--- src/common/rv_pkg.sv ---
package rv_pkg;

  // Datapath and register file sizes
  localparam int XLEN       = 32;
  localparam int REG_ADDR_W = 5;
  localparam int NUM_REGS   = 32;

  localparam logic [XLEN-1:0] RESET_PC = 32'h0000_0000;
  localparam logic [XLEN-1:0] PC_STEP  = 32'd4;  // One word per instruction

  // RV32I major opcodes, bits [6:0] of the instruction
  typedef enum logic [6:0] {
    OP_LOAD     = 7'b000_0011,  // Not executed, decoded as illegal
    OP_MISC_MEM = 7'b000_1111,
    OP_REG_IMM  = 7'b001_0011,
    OP_AUIPC    = 7'b001_0111,
    OP_STORE    = 7'b010_0011,  // Not executed, decoded as illegal
    OP_REG_REG  = 7'b011_0011,
    OP_LUI      = 7'b011_0111,
    OP_BRANCH   = 7'b110_0011,
    OP_JALR     = 7'b110_0111,
    OP_JAL      = 7'b110_1111,
    OP_SYSTEM   = 7'b111_0011
  } opcode_e;

  typedef enum logic [3:0] {
    ALU_ADD,
    ALU_SUB,
    ALU_SLL,
    ALU_SLT,
    ALU_SLTU,
    ALU_XOR,
    ALU_SRL,
    ALU_SRA,
    ALU_OR,
    ALU_AND
  } alu_op_e;

  // Instruction class seen by execute
  typedef enum logic [2:0] {
    KIND_NOP,
    KIND_ALU,
    KIND_LUI,
    KIND_AUIPC,
    KIND_BRANCH,
    KIND_JAL,
    KIND_JALR,
    KIND_HALT
  } insn_kind_e;

  // Branch conditions use the funct3 encoding directly
  typedef enum logic [2:0] {
    BR_EQ  = 3'b000,
    BR_NE  = 3'b001,
    BR_LT  = 3'b100,
    BR_GE  = 3'b101,
    BR_LTU = 3'b110,
    BR_GEU = 3'b111
  } branch_op_e;

endpackage

--- src/common/rv_exec_if.sv ---
`timescale 1ns/10ps

// Decoded instruction with its operands, next PC comes back from execute
interface rv_exec_if;

  rv_pkg::insn_kind_e          kind;
  rv_pkg::alu_op_e             alu_op;
  rv_pkg::branch_op_e          branch_op;
  logic                        use_imm;  // ALU second operand is imm
  logic [rv_pkg::REG_ADDR_W-1:0] rd;
  logic [rv_pkg::XLEN-1:0]     imm;
  logic [rv_pkg::XLEN-1:0]     cur_pc;
  logic [rv_pkg::XLEN-1:0]     rs1_data;
  logic [rv_pkg::XLEN-1:0]     rs2_data;
  logic [rv_pkg::XLEN-1:0]     next_pc;

  modport dec (
    output kind, alu_op, branch_op, use_imm, rd, imm, cur_pc, rs1_data, rs2_data,
    input  next_pc
  );

  modport exe (
    input  kind, alu_op, branch_op, use_imm, rd, imm, cur_pc, rs1_data, rs2_data,
    output next_pc
  );

endinterface

--- src/common/rv_rf_read_if.sv ---
`timescale 1ns/10ps

// Two combinational read ports of the register file
interface rv_rf_read_if;

  logic [rv_pkg::REG_ADDR_W-1:0] rs1_addr;
  logic [rv_pkg::REG_ADDR_W-1:0] rs2_addr;
  logic [rv_pkg::XLEN-1:0]       rs1_data;
  logic [rv_pkg::XLEN-1:0]       rs2_data;

  modport reader (
    output rs1_addr, rs2_addr,
    input  rs1_data, rs2_data
  );

  modport file (
    input  rs1_addr, rs2_addr,
    output rs1_data, rs2_data
  );

endinterface

--- src/rv_fetch_decode.sv ---
`timescale 1ns/10ps

module rv_fetch_decode (
  input  logic                       clk,
  input  logic                       rst,
  input  logic [rv_pkg::XLEN-1:0]    insn,
  output logic [rv_pkg::XLEN-1:0]    pc,
  rv_rf_read_if.reader               rf,
  rv_exec_if.dec                     ex
);

  rv_pkg::opcode_e                 opcode;
  logic [2:0]                      funct3;
  logic [6:0]                      funct7;
  logic [rv_pkg::REG_ADDR_W-1:0]   rs1;
  logic [rv_pkg::REG_ADDR_W-1:0]   rs2;
  logic [rv_pkg::REG_ADDR_W-1:0]   rd;
  logic [rv_pkg::XLEN-1:0]         imm_i;
  logic [rv_pkg::XLEN-1:0]         imm_b;
  logic [rv_pkg::XLEN-1:0]         imm_j;
  logic [rv_pkg::XLEN-1:0]         imm_u;
  logic                            f7_base;
  logic                            f7_alt;
  rv_pkg::alu_op_e                 f3_alu_op;
  rv_pkg::insn_kind_e              kind;
  logic                            use_imm;
  logic [rv_pkg::XLEN-1:0]         imm;

  always_ff @(posedge clk) begin
    if (rst) begin
      pc <= rv_pkg::RESET_PC;
    end else begin
      pc <= ex.next_pc;
    end
  end

  // Field split
  assign opcode = rv_pkg::opcode_e'(insn[6:0]);
  assign rd     = insn[11:7];
  assign funct3 = insn[14:12];
  assign rs1    = insn[19:15];
  assign rs2    = insn[24:20];
  assign funct7 = insn[31:25];

  assign f7_base = (funct7 == 7'b000_0000);
  assign f7_alt  = (funct7 == 7'b010_0000);  // SUB and SRA/SRAI

  // Sign-extended immediates
  assign imm_i = {{20{insn[31]}}, insn[31:20]};
  assign imm_b = {{20{insn[31]}}, insn[7], insn[30:25], insn[11:8], 1'b0};
  assign imm_j = {{12{insn[31]}}, insn[19:12], insn[20], insn[30:21], 1'b0};
  assign imm_u = {insn[31:12], 12'h000};

  // funct3 to ALU op, shared by both ALU groups
  always_comb begin
    case (funct3)
      3'b000:  f3_alu_op = (f7_alt && opcode == rv_pkg::OP_REG_REG) ? rv_pkg::ALU_SUB
                                                                     : rv_pkg::ALU_ADD;
      3'b001:  f3_alu_op = rv_pkg::ALU_SLL;
      3'b010:  f3_alu_op = rv_pkg::ALU_SLT;
      3'b011:  f3_alu_op = rv_pkg::ALU_SLTU;
      3'b100:  f3_alu_op = rv_pkg::ALU_XOR;
      3'b101:  f3_alu_op = f7_alt ? rv_pkg::ALU_SRA : rv_pkg::ALU_SRL;
      3'b110:  f3_alu_op = rv_pkg::ALU_OR;
      default: f3_alu_op = rv_pkg::ALU_AND;
    endcase
  end

  always_comb begin
    kind    = rv_pkg::KIND_NOP;
    use_imm = 1'b0;
    imm     = imm_i;
    case (opcode)
      rv_pkg::OP_LUI: begin
        kind = rv_pkg::KIND_LUI;
        imm  = imm_u;
      end
      rv_pkg::OP_AUIPC: begin
        kind = rv_pkg::KIND_AUIPC;
        imm  = imm_u;
      end
      rv_pkg::OP_JAL: begin
        kind = rv_pkg::KIND_JAL;
        imm  = imm_j;
      end
      rv_pkg::OP_JALR: begin
        if (funct3 == 3'b000) kind = rv_pkg::KIND_JALR;
      end
      rv_pkg::OP_BRANCH: begin
        imm = imm_b;
        if (funct3[2:1] != 2'b01) kind = rv_pkg::KIND_BRANCH;  // 010 and 011 undefined
      end
      rv_pkg::OP_REG_IMM: begin
        use_imm = 1'b1;
        if (funct3 == 3'b001) begin
          if (f7_base) kind = rv_pkg::KIND_ALU;
        end else if (funct3 == 3'b101) begin
          if (f7_base || f7_alt) kind = rv_pkg::KIND_ALU;
        end else begin
          kind = rv_pkg::KIND_ALU;
        end
      end
      rv_pkg::OP_REG_REG: begin
        if (f7_base || (f7_alt && (funct3 == 3'b000 || funct3 == 3'b101))) begin
          kind = rv_pkg::KIND_ALU;
        end
      end
      rv_pkg::OP_SYSTEM: begin
        if (insn[31:7] == '0) kind = rv_pkg::KIND_HALT;  // ECALL only
      end
      rv_pkg::OP_MISC_MEM: kind = rv_pkg::KIND_NOP;  // FENCE
      rv_pkg::OP_LOAD, rv_pkg::OP_STORE: kind = rv_pkg::KIND_NOP;  // No data memory
      default: kind = rv_pkg::KIND_NOP;
    endcase

    // Results bound for x0 are dropped, jumps still redirect
    if (rd == '0 && (kind == rv_pkg::KIND_ALU || kind == rv_pkg::KIND_LUI ||
                     kind == rv_pkg::KIND_AUIPC)) begin
      kind = rv_pkg::KIND_NOP;
    end
  end

  assign rf.rs1_addr = rs1;
  assign rf.rs2_addr = rs2;

  assign ex.kind      = kind;
  assign ex.alu_op    = f3_alu_op;
  assign ex.branch_op = rv_pkg::branch_op_e'(funct3);
  assign ex.use_imm   = use_imm;
  assign ex.rd        = rd;
  assign ex.imm       = imm;
  assign ex.cur_pc    = pc;
  assign ex.rs1_data  = rf.rs1_data;
  assign ex.rs2_data  = rf.rs2_data;

endmodule

--- src/rv_regfile.sv ---
`timescale 1ns/10ps

module rv_regfile (
  input  logic                          clk,
  input  logic                          rst,
  rv_rf_read_if.file                    rd_port,
  input  logic                          we,
  input  logic [rv_pkg::REG_ADDR_W-1:0] waddr,
  input  logic [rv_pkg::XLEN-1:0]       wdata
);

  // x0 has no storage
  logic [rv_pkg::XLEN-1:0] regs [1:rv_pkg::NUM_REGS-1];

  always_ff @(posedge clk) begin
    if (rst) begin
      for (int i = 1; i < rv_pkg::NUM_REGS; i++) begin
        regs[i] <= '0;
      end
    end else if (we && waddr != '0) begin
      regs[waddr] <= wdata;
    end
  end

  // Combinational reads
  assign rd_port.rs1_data = (rd_port.rs1_addr == '0) ? '0 : regs[rd_port.rs1_addr];
  assign rd_port.rs2_data = (rd_port.rs2_addr == '0) ? '0 : regs[rd_port.rs2_addr];

endmodule

--- src/rv_execute.sv ---
`timescale 1ns/10ps

module rv_execute (
  rv_exec_if.exe                        ex,
  output logic                          halt,
  output logic                          wb_valid,
  output logic [rv_pkg::REG_ADDR_W-1:0] wb_rd,
  output logic [rv_pkg::XLEN-1:0]       wb_data
);

  logic [rv_pkg::XLEN-1:0] op_b;
  logic [4:0]              shamt;
  logic [rv_pkg::XLEN-1:0] alu_result;
  logic [rv_pkg::XLEN-1:0] link_pc;
  logic [rv_pkg::XLEN-1:0] pc_target;
  logic [rv_pkg::XLEN-1:0] jalr_target;
  logic                    taken;

  assign op_b  = ex.use_imm ? ex.imm : ex.rs2_data;
  assign shamt = op_b[4:0];

  always_comb begin
    case (ex.alu_op)
      rv_pkg::ALU_ADD:  alu_result = ex.rs1_data + op_b;
      rv_pkg::ALU_SUB:  alu_result = ex.rs1_data - op_b;
      rv_pkg::ALU_SLL:  alu_result = ex.rs1_data << shamt;
      rv_pkg::ALU_SLT:  alu_result = {{(rv_pkg::XLEN-1){1'b0}},
                                      $signed(ex.rs1_data) < $signed(op_b)};
      rv_pkg::ALU_SLTU: alu_result = {{(rv_pkg::XLEN-1){1'b0}}, ex.rs1_data < op_b};
      rv_pkg::ALU_XOR:  alu_result = ex.rs1_data ^ op_b;
      rv_pkg::ALU_SRL:  alu_result = ex.rs1_data >> shamt;
      rv_pkg::ALU_SRA:  alu_result = $signed(ex.rs1_data) >>> shamt;
      rv_pkg::ALU_OR:   alu_result = ex.rs1_data | op_b;
      default:          alu_result = ex.rs1_data & op_b;
    endcase
  end

  // Branch compare always on the two registers
  always_comb begin
    case (ex.branch_op)
      rv_pkg::BR_EQ:  taken = (ex.rs1_data == ex.rs2_data);
      rv_pkg::BR_NE:  taken = (ex.rs1_data != ex.rs2_data);
      rv_pkg::BR_LT:  taken = ($signed(ex.rs1_data) < $signed(ex.rs2_data));
      rv_pkg::BR_GE:  taken = ($signed(ex.rs1_data) >= $signed(ex.rs2_data));
      rv_pkg::BR_LTU: taken = (ex.rs1_data < ex.rs2_data);
      default:        taken = (ex.rs1_data >= ex.rs2_data);
    endcase
  end

  assign link_pc     = ex.cur_pc + rv_pkg::PC_STEP;
  assign pc_target   = ex.cur_pc + ex.imm;  // Branch, JAL and AUIPC
  assign jalr_target = ex.rs1_data + ex.imm;

  always_comb begin
    case (ex.kind)
      rv_pkg::KIND_BRANCH: ex.next_pc = taken ? pc_target : link_pc;
      rv_pkg::KIND_JAL:    ex.next_pc = pc_target;
      rv_pkg::KIND_JALR:   ex.next_pc = {jalr_target[rv_pkg::XLEN-1:1], 1'b0};
      default:             ex.next_pc = link_pc;  // ECALL steps too
    endcase
  end

  always_comb begin
    case (ex.kind)
      rv_pkg::KIND_LUI:   wb_data = ex.imm;
      rv_pkg::KIND_AUIPC: wb_data = pc_target;
      rv_pkg::KIND_JAL,
      rv_pkg::KIND_JALR:  wb_data = link_pc;
      default:            wb_data = alu_result;
    endcase
  end

  // Decode already dropped x0 for the ALU and upper-immediate kinds
  always_comb begin
    case (ex.kind)
      rv_pkg::KIND_ALU,
      rv_pkg::KIND_LUI,
      rv_pkg::KIND_AUIPC: wb_valid = 1'b1;
      rv_pkg::KIND_JAL,
      rv_pkg::KIND_JALR:  wb_valid = (ex.rd != '0);
      default:            wb_valid = 1'b0;
    endcase
  end

  assign wb_rd = ex.rd;
  assign halt  = (ex.kind == rv_pkg::KIND_HALT);

endmodule

--- src/rv_core.sv ---
`timescale 1ns/10ps

module rv_core (
  input  logic                          clk,
  input  logic                          rst,
  input  logic [rv_pkg::XLEN-1:0]       insn,
  output logic [rv_pkg::XLEN-1:0]       pc,
  output logic                          halt,
  output logic                          wb_valid,  // Commit trace of the register write
  output logic [rv_pkg::REG_ADDR_W-1:0] wb_rd,
  output logic [rv_pkg::XLEN-1:0]       wb_data
);

  rv_rf_read_if rf_rd ();
  rv_exec_if    ex_bus ();

  rv_fetch_decode u_fetch_decode (
    .clk  (clk),
    .rst  (rst),
    .insn (insn),
    .pc   (pc),
    .rf   (rf_rd.reader),
    .ex   (ex_bus.dec)
  );

  rv_regfile u_regfile (
    .clk     (clk),
    .rst     (rst),
    .rd_port (rf_rd.file),
    .we      (wb_valid),
    .waddr   (wb_rd),
    .wdata   (wb_data)
  );

  // Writeback feeds the register file and the top-level trace alike
  rv_execute u_execute (
    .ex       (ex_bus.exe),
    .halt     (halt),
    .wb_valid (wb_valid),
    .wb_rd    (wb_rd),
    .wb_data  (wb_data)
  );

endmodule

--- config.mk ---
export PLATFORM = sky130hd
export DESIGN_NAME = rv_core
export DESIGN_NICKNAME = d
export VERILOG_FILES = /design/src/common/rv_pkg.sv /design/src/common/rv_exec_if.sv /design/src/common/rv_rf_read_if.sv /design/src/rv_fetch_decode.sv /design/src/rv_regfile.sv /design/src/rv_execute.sv /design/src/rv_core.sv
export SDC_FILE = /design/constraint.sdc
export NUM_CORES = 2
export LEC_CHECK = 0
export ABC_CLOCK_PERIOD_IN_PS = 10100
export BUFFER_PORTS_ARGS = -buffer_cell sky130_fd_sc_hd__buf_2
export CAP_MARGIN = 20
export CORE_ASPECT_RATIO = 0.75
export CORE_MARGIN = 4
export CORE_UTILIZATION = 42
export DETAILED_ROUTE_END_ITERATION = 12
export PLACE_DENSITY = 0.6
export SYNTH_ARGS = -nofsm -noshare
export SYNTH_HDL_FRONTEND = slang
export SYNTH_HIERARCHICAL = 1
export SYNTH_SLANG_ARGS = --single-unit
--- constraint.sdc ---
create_clock -name clk -period 10.1 [get_ports clk]
set_input_delay 1.515 -clock clk [delete_from_list [all_inputs] [get_ports clk]]
set_output_delay 1.515 -clock clk [all_outputs]
set_load 0.05 [all_outputs]
==> impl_results.md <==
* H-Tree Depth at 3
* IR drop worst, VDD at 0.169 mV
* Initial antenna violation count at 38
* Crit-path leading delay family: compound AO/OA/AOI/OAI gates
* Post-DR wirelength/cell at 37.2 um
* Synthesized area per cell at 11.3 um^2
* Core Footprint at 171000 um^2
* Seq pwr share at 37.1%
* PostCTS Resize Cnt at 0
* # setup viols final at 1
* Layout Cells excl Fill at 8853
* Row Count at 131
* Cell Pwr Density at 168 nW/um^2
* Worst setup path end: wb_data[28]
* Synth area leader: edfxtp_1
* Clock Latency Late Sink at 790 ps
* Hold WC Path Type: reg2reg
* Routed vias/inst at 6.79
* DIE AREA at 179000 um^2
* EDFF count, synth at 1024
* RSZ-0062 raised after global routing: false
* Leakage at 31.2 nW
* Die height at 368 um
* Hold buffers post-CTS at 0
* Setup TNS at -144 ps
* Slew @ Worst Pin at 1260 ps
* DR iter-0 viols at 11100
* Crit path largest cell delay at 830 ps
* Worst hold stages at 3
* Nets at 6714
* Top post-synthesis cells by area: edfxtp_1 42%, mux4_2 12%, and2_1 8.7%, mux2i_1 5.7%, ha_1 3.3%
* Ports at 105
* Seq/Total Area, Yosys at 43.3%
* Clock power share at 29.2%
* Post-synth top cells: 1024 x edfxtp_1, 1009 x and2_1, 423 x clkbuf_1
* Placed cell count at 8630
* # clock sinks at 1056
* Antenna Nets Post-Route at 0
* Main synth FF type: edfxtp_1
* Setup crit start: insn[21]
* Final core occ at 47.6%
* # Post-CTS Setup Buffers at 0
* Worst R2R Path Depth at 17
* Vias in the first global route at 55200
* Finished Cell Area at 81400 um^2
* WL final at 329000 um
* Post-synth top area share at 42.4%
* Tmin final at 10240 ps
* First-pass GRT wire length at 450000 um
* Num CTS Buffers at 108
* GRT Util Overall at 35.5%
* FF/Latch Area at 31400 um^2
* First-pass iteration count of the detailed router at 9
* CTS tree: built
* RR Startpoint: u_regfile/regs[22][15]$_SDFFCE_PN0P_
* Layout cells sized above 1 at 21.2%
* Worst Path Max Fanout at 41
* Tcrit/Tclk final at 101%
* Buf/Inv on CP at 6
* Drt drc at 0
* Final slew viol count at 0
* Maxcap violations at 0
* CP Cell Sequence: buf_4 > buf_4 > mux4_2 > a2111oi_2 > buf_4 > nor3_1 > mux2i_4 > inv_2 > ha_1 > fa_1 > a211oi_1 > o21a_1 > o21ai_1 > o221ai_2 > buf_4 > a31oi_1 > a311oi_2 > o21bai_1 > a2111oi_0 > a211oi_1 > a211o_1 > buf_12
* Relative slew slack at 15.7%
* Fill cell count at 15400
* Reg2Reg Setup Slack at 2560 ps
* Outcome: finished with violations
* CP max-delay cell: a2111oi_2
* Mapped Cells at 6405
* Largest net degree at the start of global routing at 72
* CTS Buffer Depth at 3
* Gp weighted congestion at 1.07
* Worst Setup End Kind: output pin
* Combinational share of power at 33.7%
* Synth warnings at 6
* Pwr Total at 13.7 mW
* Crit path depth at 22
* Int Power at 8.60 mW
* Final hold violation count at 0
* Die width at 488 um
* Net Sw Frac at 37.3%
* Reg-to-Reg End: u_fetch_decode/ex.cur_pc[27]$_SDFF_PP0_
* Top cell by count, worst path: buf_4
* Ys async rst share at 0%
* GRT Residual Overflow at 0
* Worst Clk Skew at 75.2 ps
* Switch Pwr at 5.11 mW
* Hpwl dp at 237000 um
* Worst path required time at 8590 ps
* Failing checks: setup timing
* Element type at the critical path start: input port
* WP data arrival at 8730 ps
* Worst-path clk slew at 60 ps
* Initial Utilization at 42.4%
* Most frequent cell after synthesis: edfxtp_1
* Routed via count at 60100
* Post-DP Area at 77900 um^2
* Register bit total from synthesis at 1056
* Root buf cell: clkbuf_16
* Layout Area Growth over Synthesis at 12.3%
* Yosys cell types at 103
* Cell area after synthesis at 72500 um^2
* Port Buffers at 104
* Crit path kind: in2out
* Final worst setup slack at -144 ps
* Multi-input gate area at 37900 um^2
* Max Freq at 0.0976 GHz
[power by group through the flow]
| stage | logic [mW] | clock network, mW | registers, mW |
|---|---|---|---|
| after floorplan | 2.40 | 0 | 5.12 |
| after global placement | 4.38 | 0 | 5.16 |
| after detailed placement | 4.37 | 0 | 5.17 |
| after CTS | 4.39 | 4.04 | 5.08 |
| after global routing | 4.71 | 4.21 | 5.09 |
| final | 4.61 | 4.01 | 5.08 |
[flip-flops by register name, indices dropped and copies added (netlist names)]
| signal | flops |
|---|---|
| u_regfile/regs | 1024 |
| u_fetch_decode/ex.cur_pc | 32 |
[kinds of logic after synthesis]
group                    count (synthesis)  synth area share, %
adder cells (fa/ha/maj)                195                 3.41
AO/OA/AOI/OAI                         1352                 12.7
flip-flops                            1056                 43.3
buffers and inverters                  845                 5.47
multiplexers                           847                 18.5
AND/OR/NAND/NOR                       2017                 15.5
XOR/XNOR                                92                 1.11
other                                    1              0.00517
[final cells by class]
| class | count | area share, % |
|---|---|---|
| Antenna cell | 19 | 0.0584 |
| Clock buffer | 127 | 3.41 |
| Clock inverter | 71 | 0.754 |
| Inverter | 159 | 0.737 |
| Multi-Input combinational cell | 4535 | 46.6 |
| Sequential cell | 1056 | 38.6 |
| Tap cell | 2261 | 3.48 |
| Timing Repair Buffer | 625 | 6.35 |
[layer usage]
metal	up-vias	wire length [um]	GRT usage, %
met1	30300	134000	51.4
met4	16	13600	12.3
li1	24200	-	-
met5	-	308	0.886
met3	684	55700	16.9
met2	4862	126000	45.6
[stage by stage]
stage	hold WS [ps]	worst slack [ps]
3_5_place_dp	624	233
3_3_place_gp	619	115
4_1_cts	637	205
2_1_floorplan	588	651
6_report	644	-144
5_1_grt	681	4.75
[worst min path at each step]
stage	from	to	slack [ps]
3_5_place_dp	u_fetch_decode/ex.cur_pc[0]$_SDFF_PP0_	u_fetch_decode/ex.cur_pc[0]$_SDFF_PP0_	620
6_report	u_fetch_decode/ex.cur_pc[0]$_SDFF_PP0_	u_fetch_decode/ex.cur_pc[0]$_SDFF_PP0_	640
5_1_grt	u_fetch_decode/ex.cur_pc[0]$_SDFF_PP0_	u_fetch_decode/ex.cur_pc[0]$_SDFF_PP0_	680
2_1_floorplan	u_fetch_decode/ex.cur_pc[0]$_SDFF_PP0_	u_fetch_decode/ex.cur_pc[0]$_SDFF_PP0_	590
3_3_place_gp	u_fetch_decode/ex.cur_pc[0]$_SDFF_PP0_	u_fetch_decode/ex.cur_pc[0]$_SDFF_PP0_	620
4_1_cts	u_fetch_decode/ex.cur_pc[0]$_SDFF_PP0_	u_fetch_decode/ex.cur_pc[0]$_SDFF_PP0_	640
[worst min-delay path: cells and delay by family (launching register included)]
| family | cells | cell delay, ps |
|---|---|---|
| simple gates | 1 | 120 |
| compound gates | 1 | 70 |
| buf+inv | 1 | 60 |
| flops | 1 | 340 |
[placed cells by master, fill, tap and decap left out, drive strengths merged, types with 53 or more instances in the layout]
master   count
edfxtp    1024
and2      1010
buf        623
mux2i      419
mux4       385
nand2      292
a21oi      275
nor2       240
o21ai      238
ha         191
inv        163
clkbuf     129
a22oi      118
nor2b      114
o22ai       98
a211oi      91
a21o        73
nor3        67
a2111oi     66
nand3       58
a22o        56
clkinv      54
nor4        53
No activity file was read; power rests on OpenSTA's default activity.
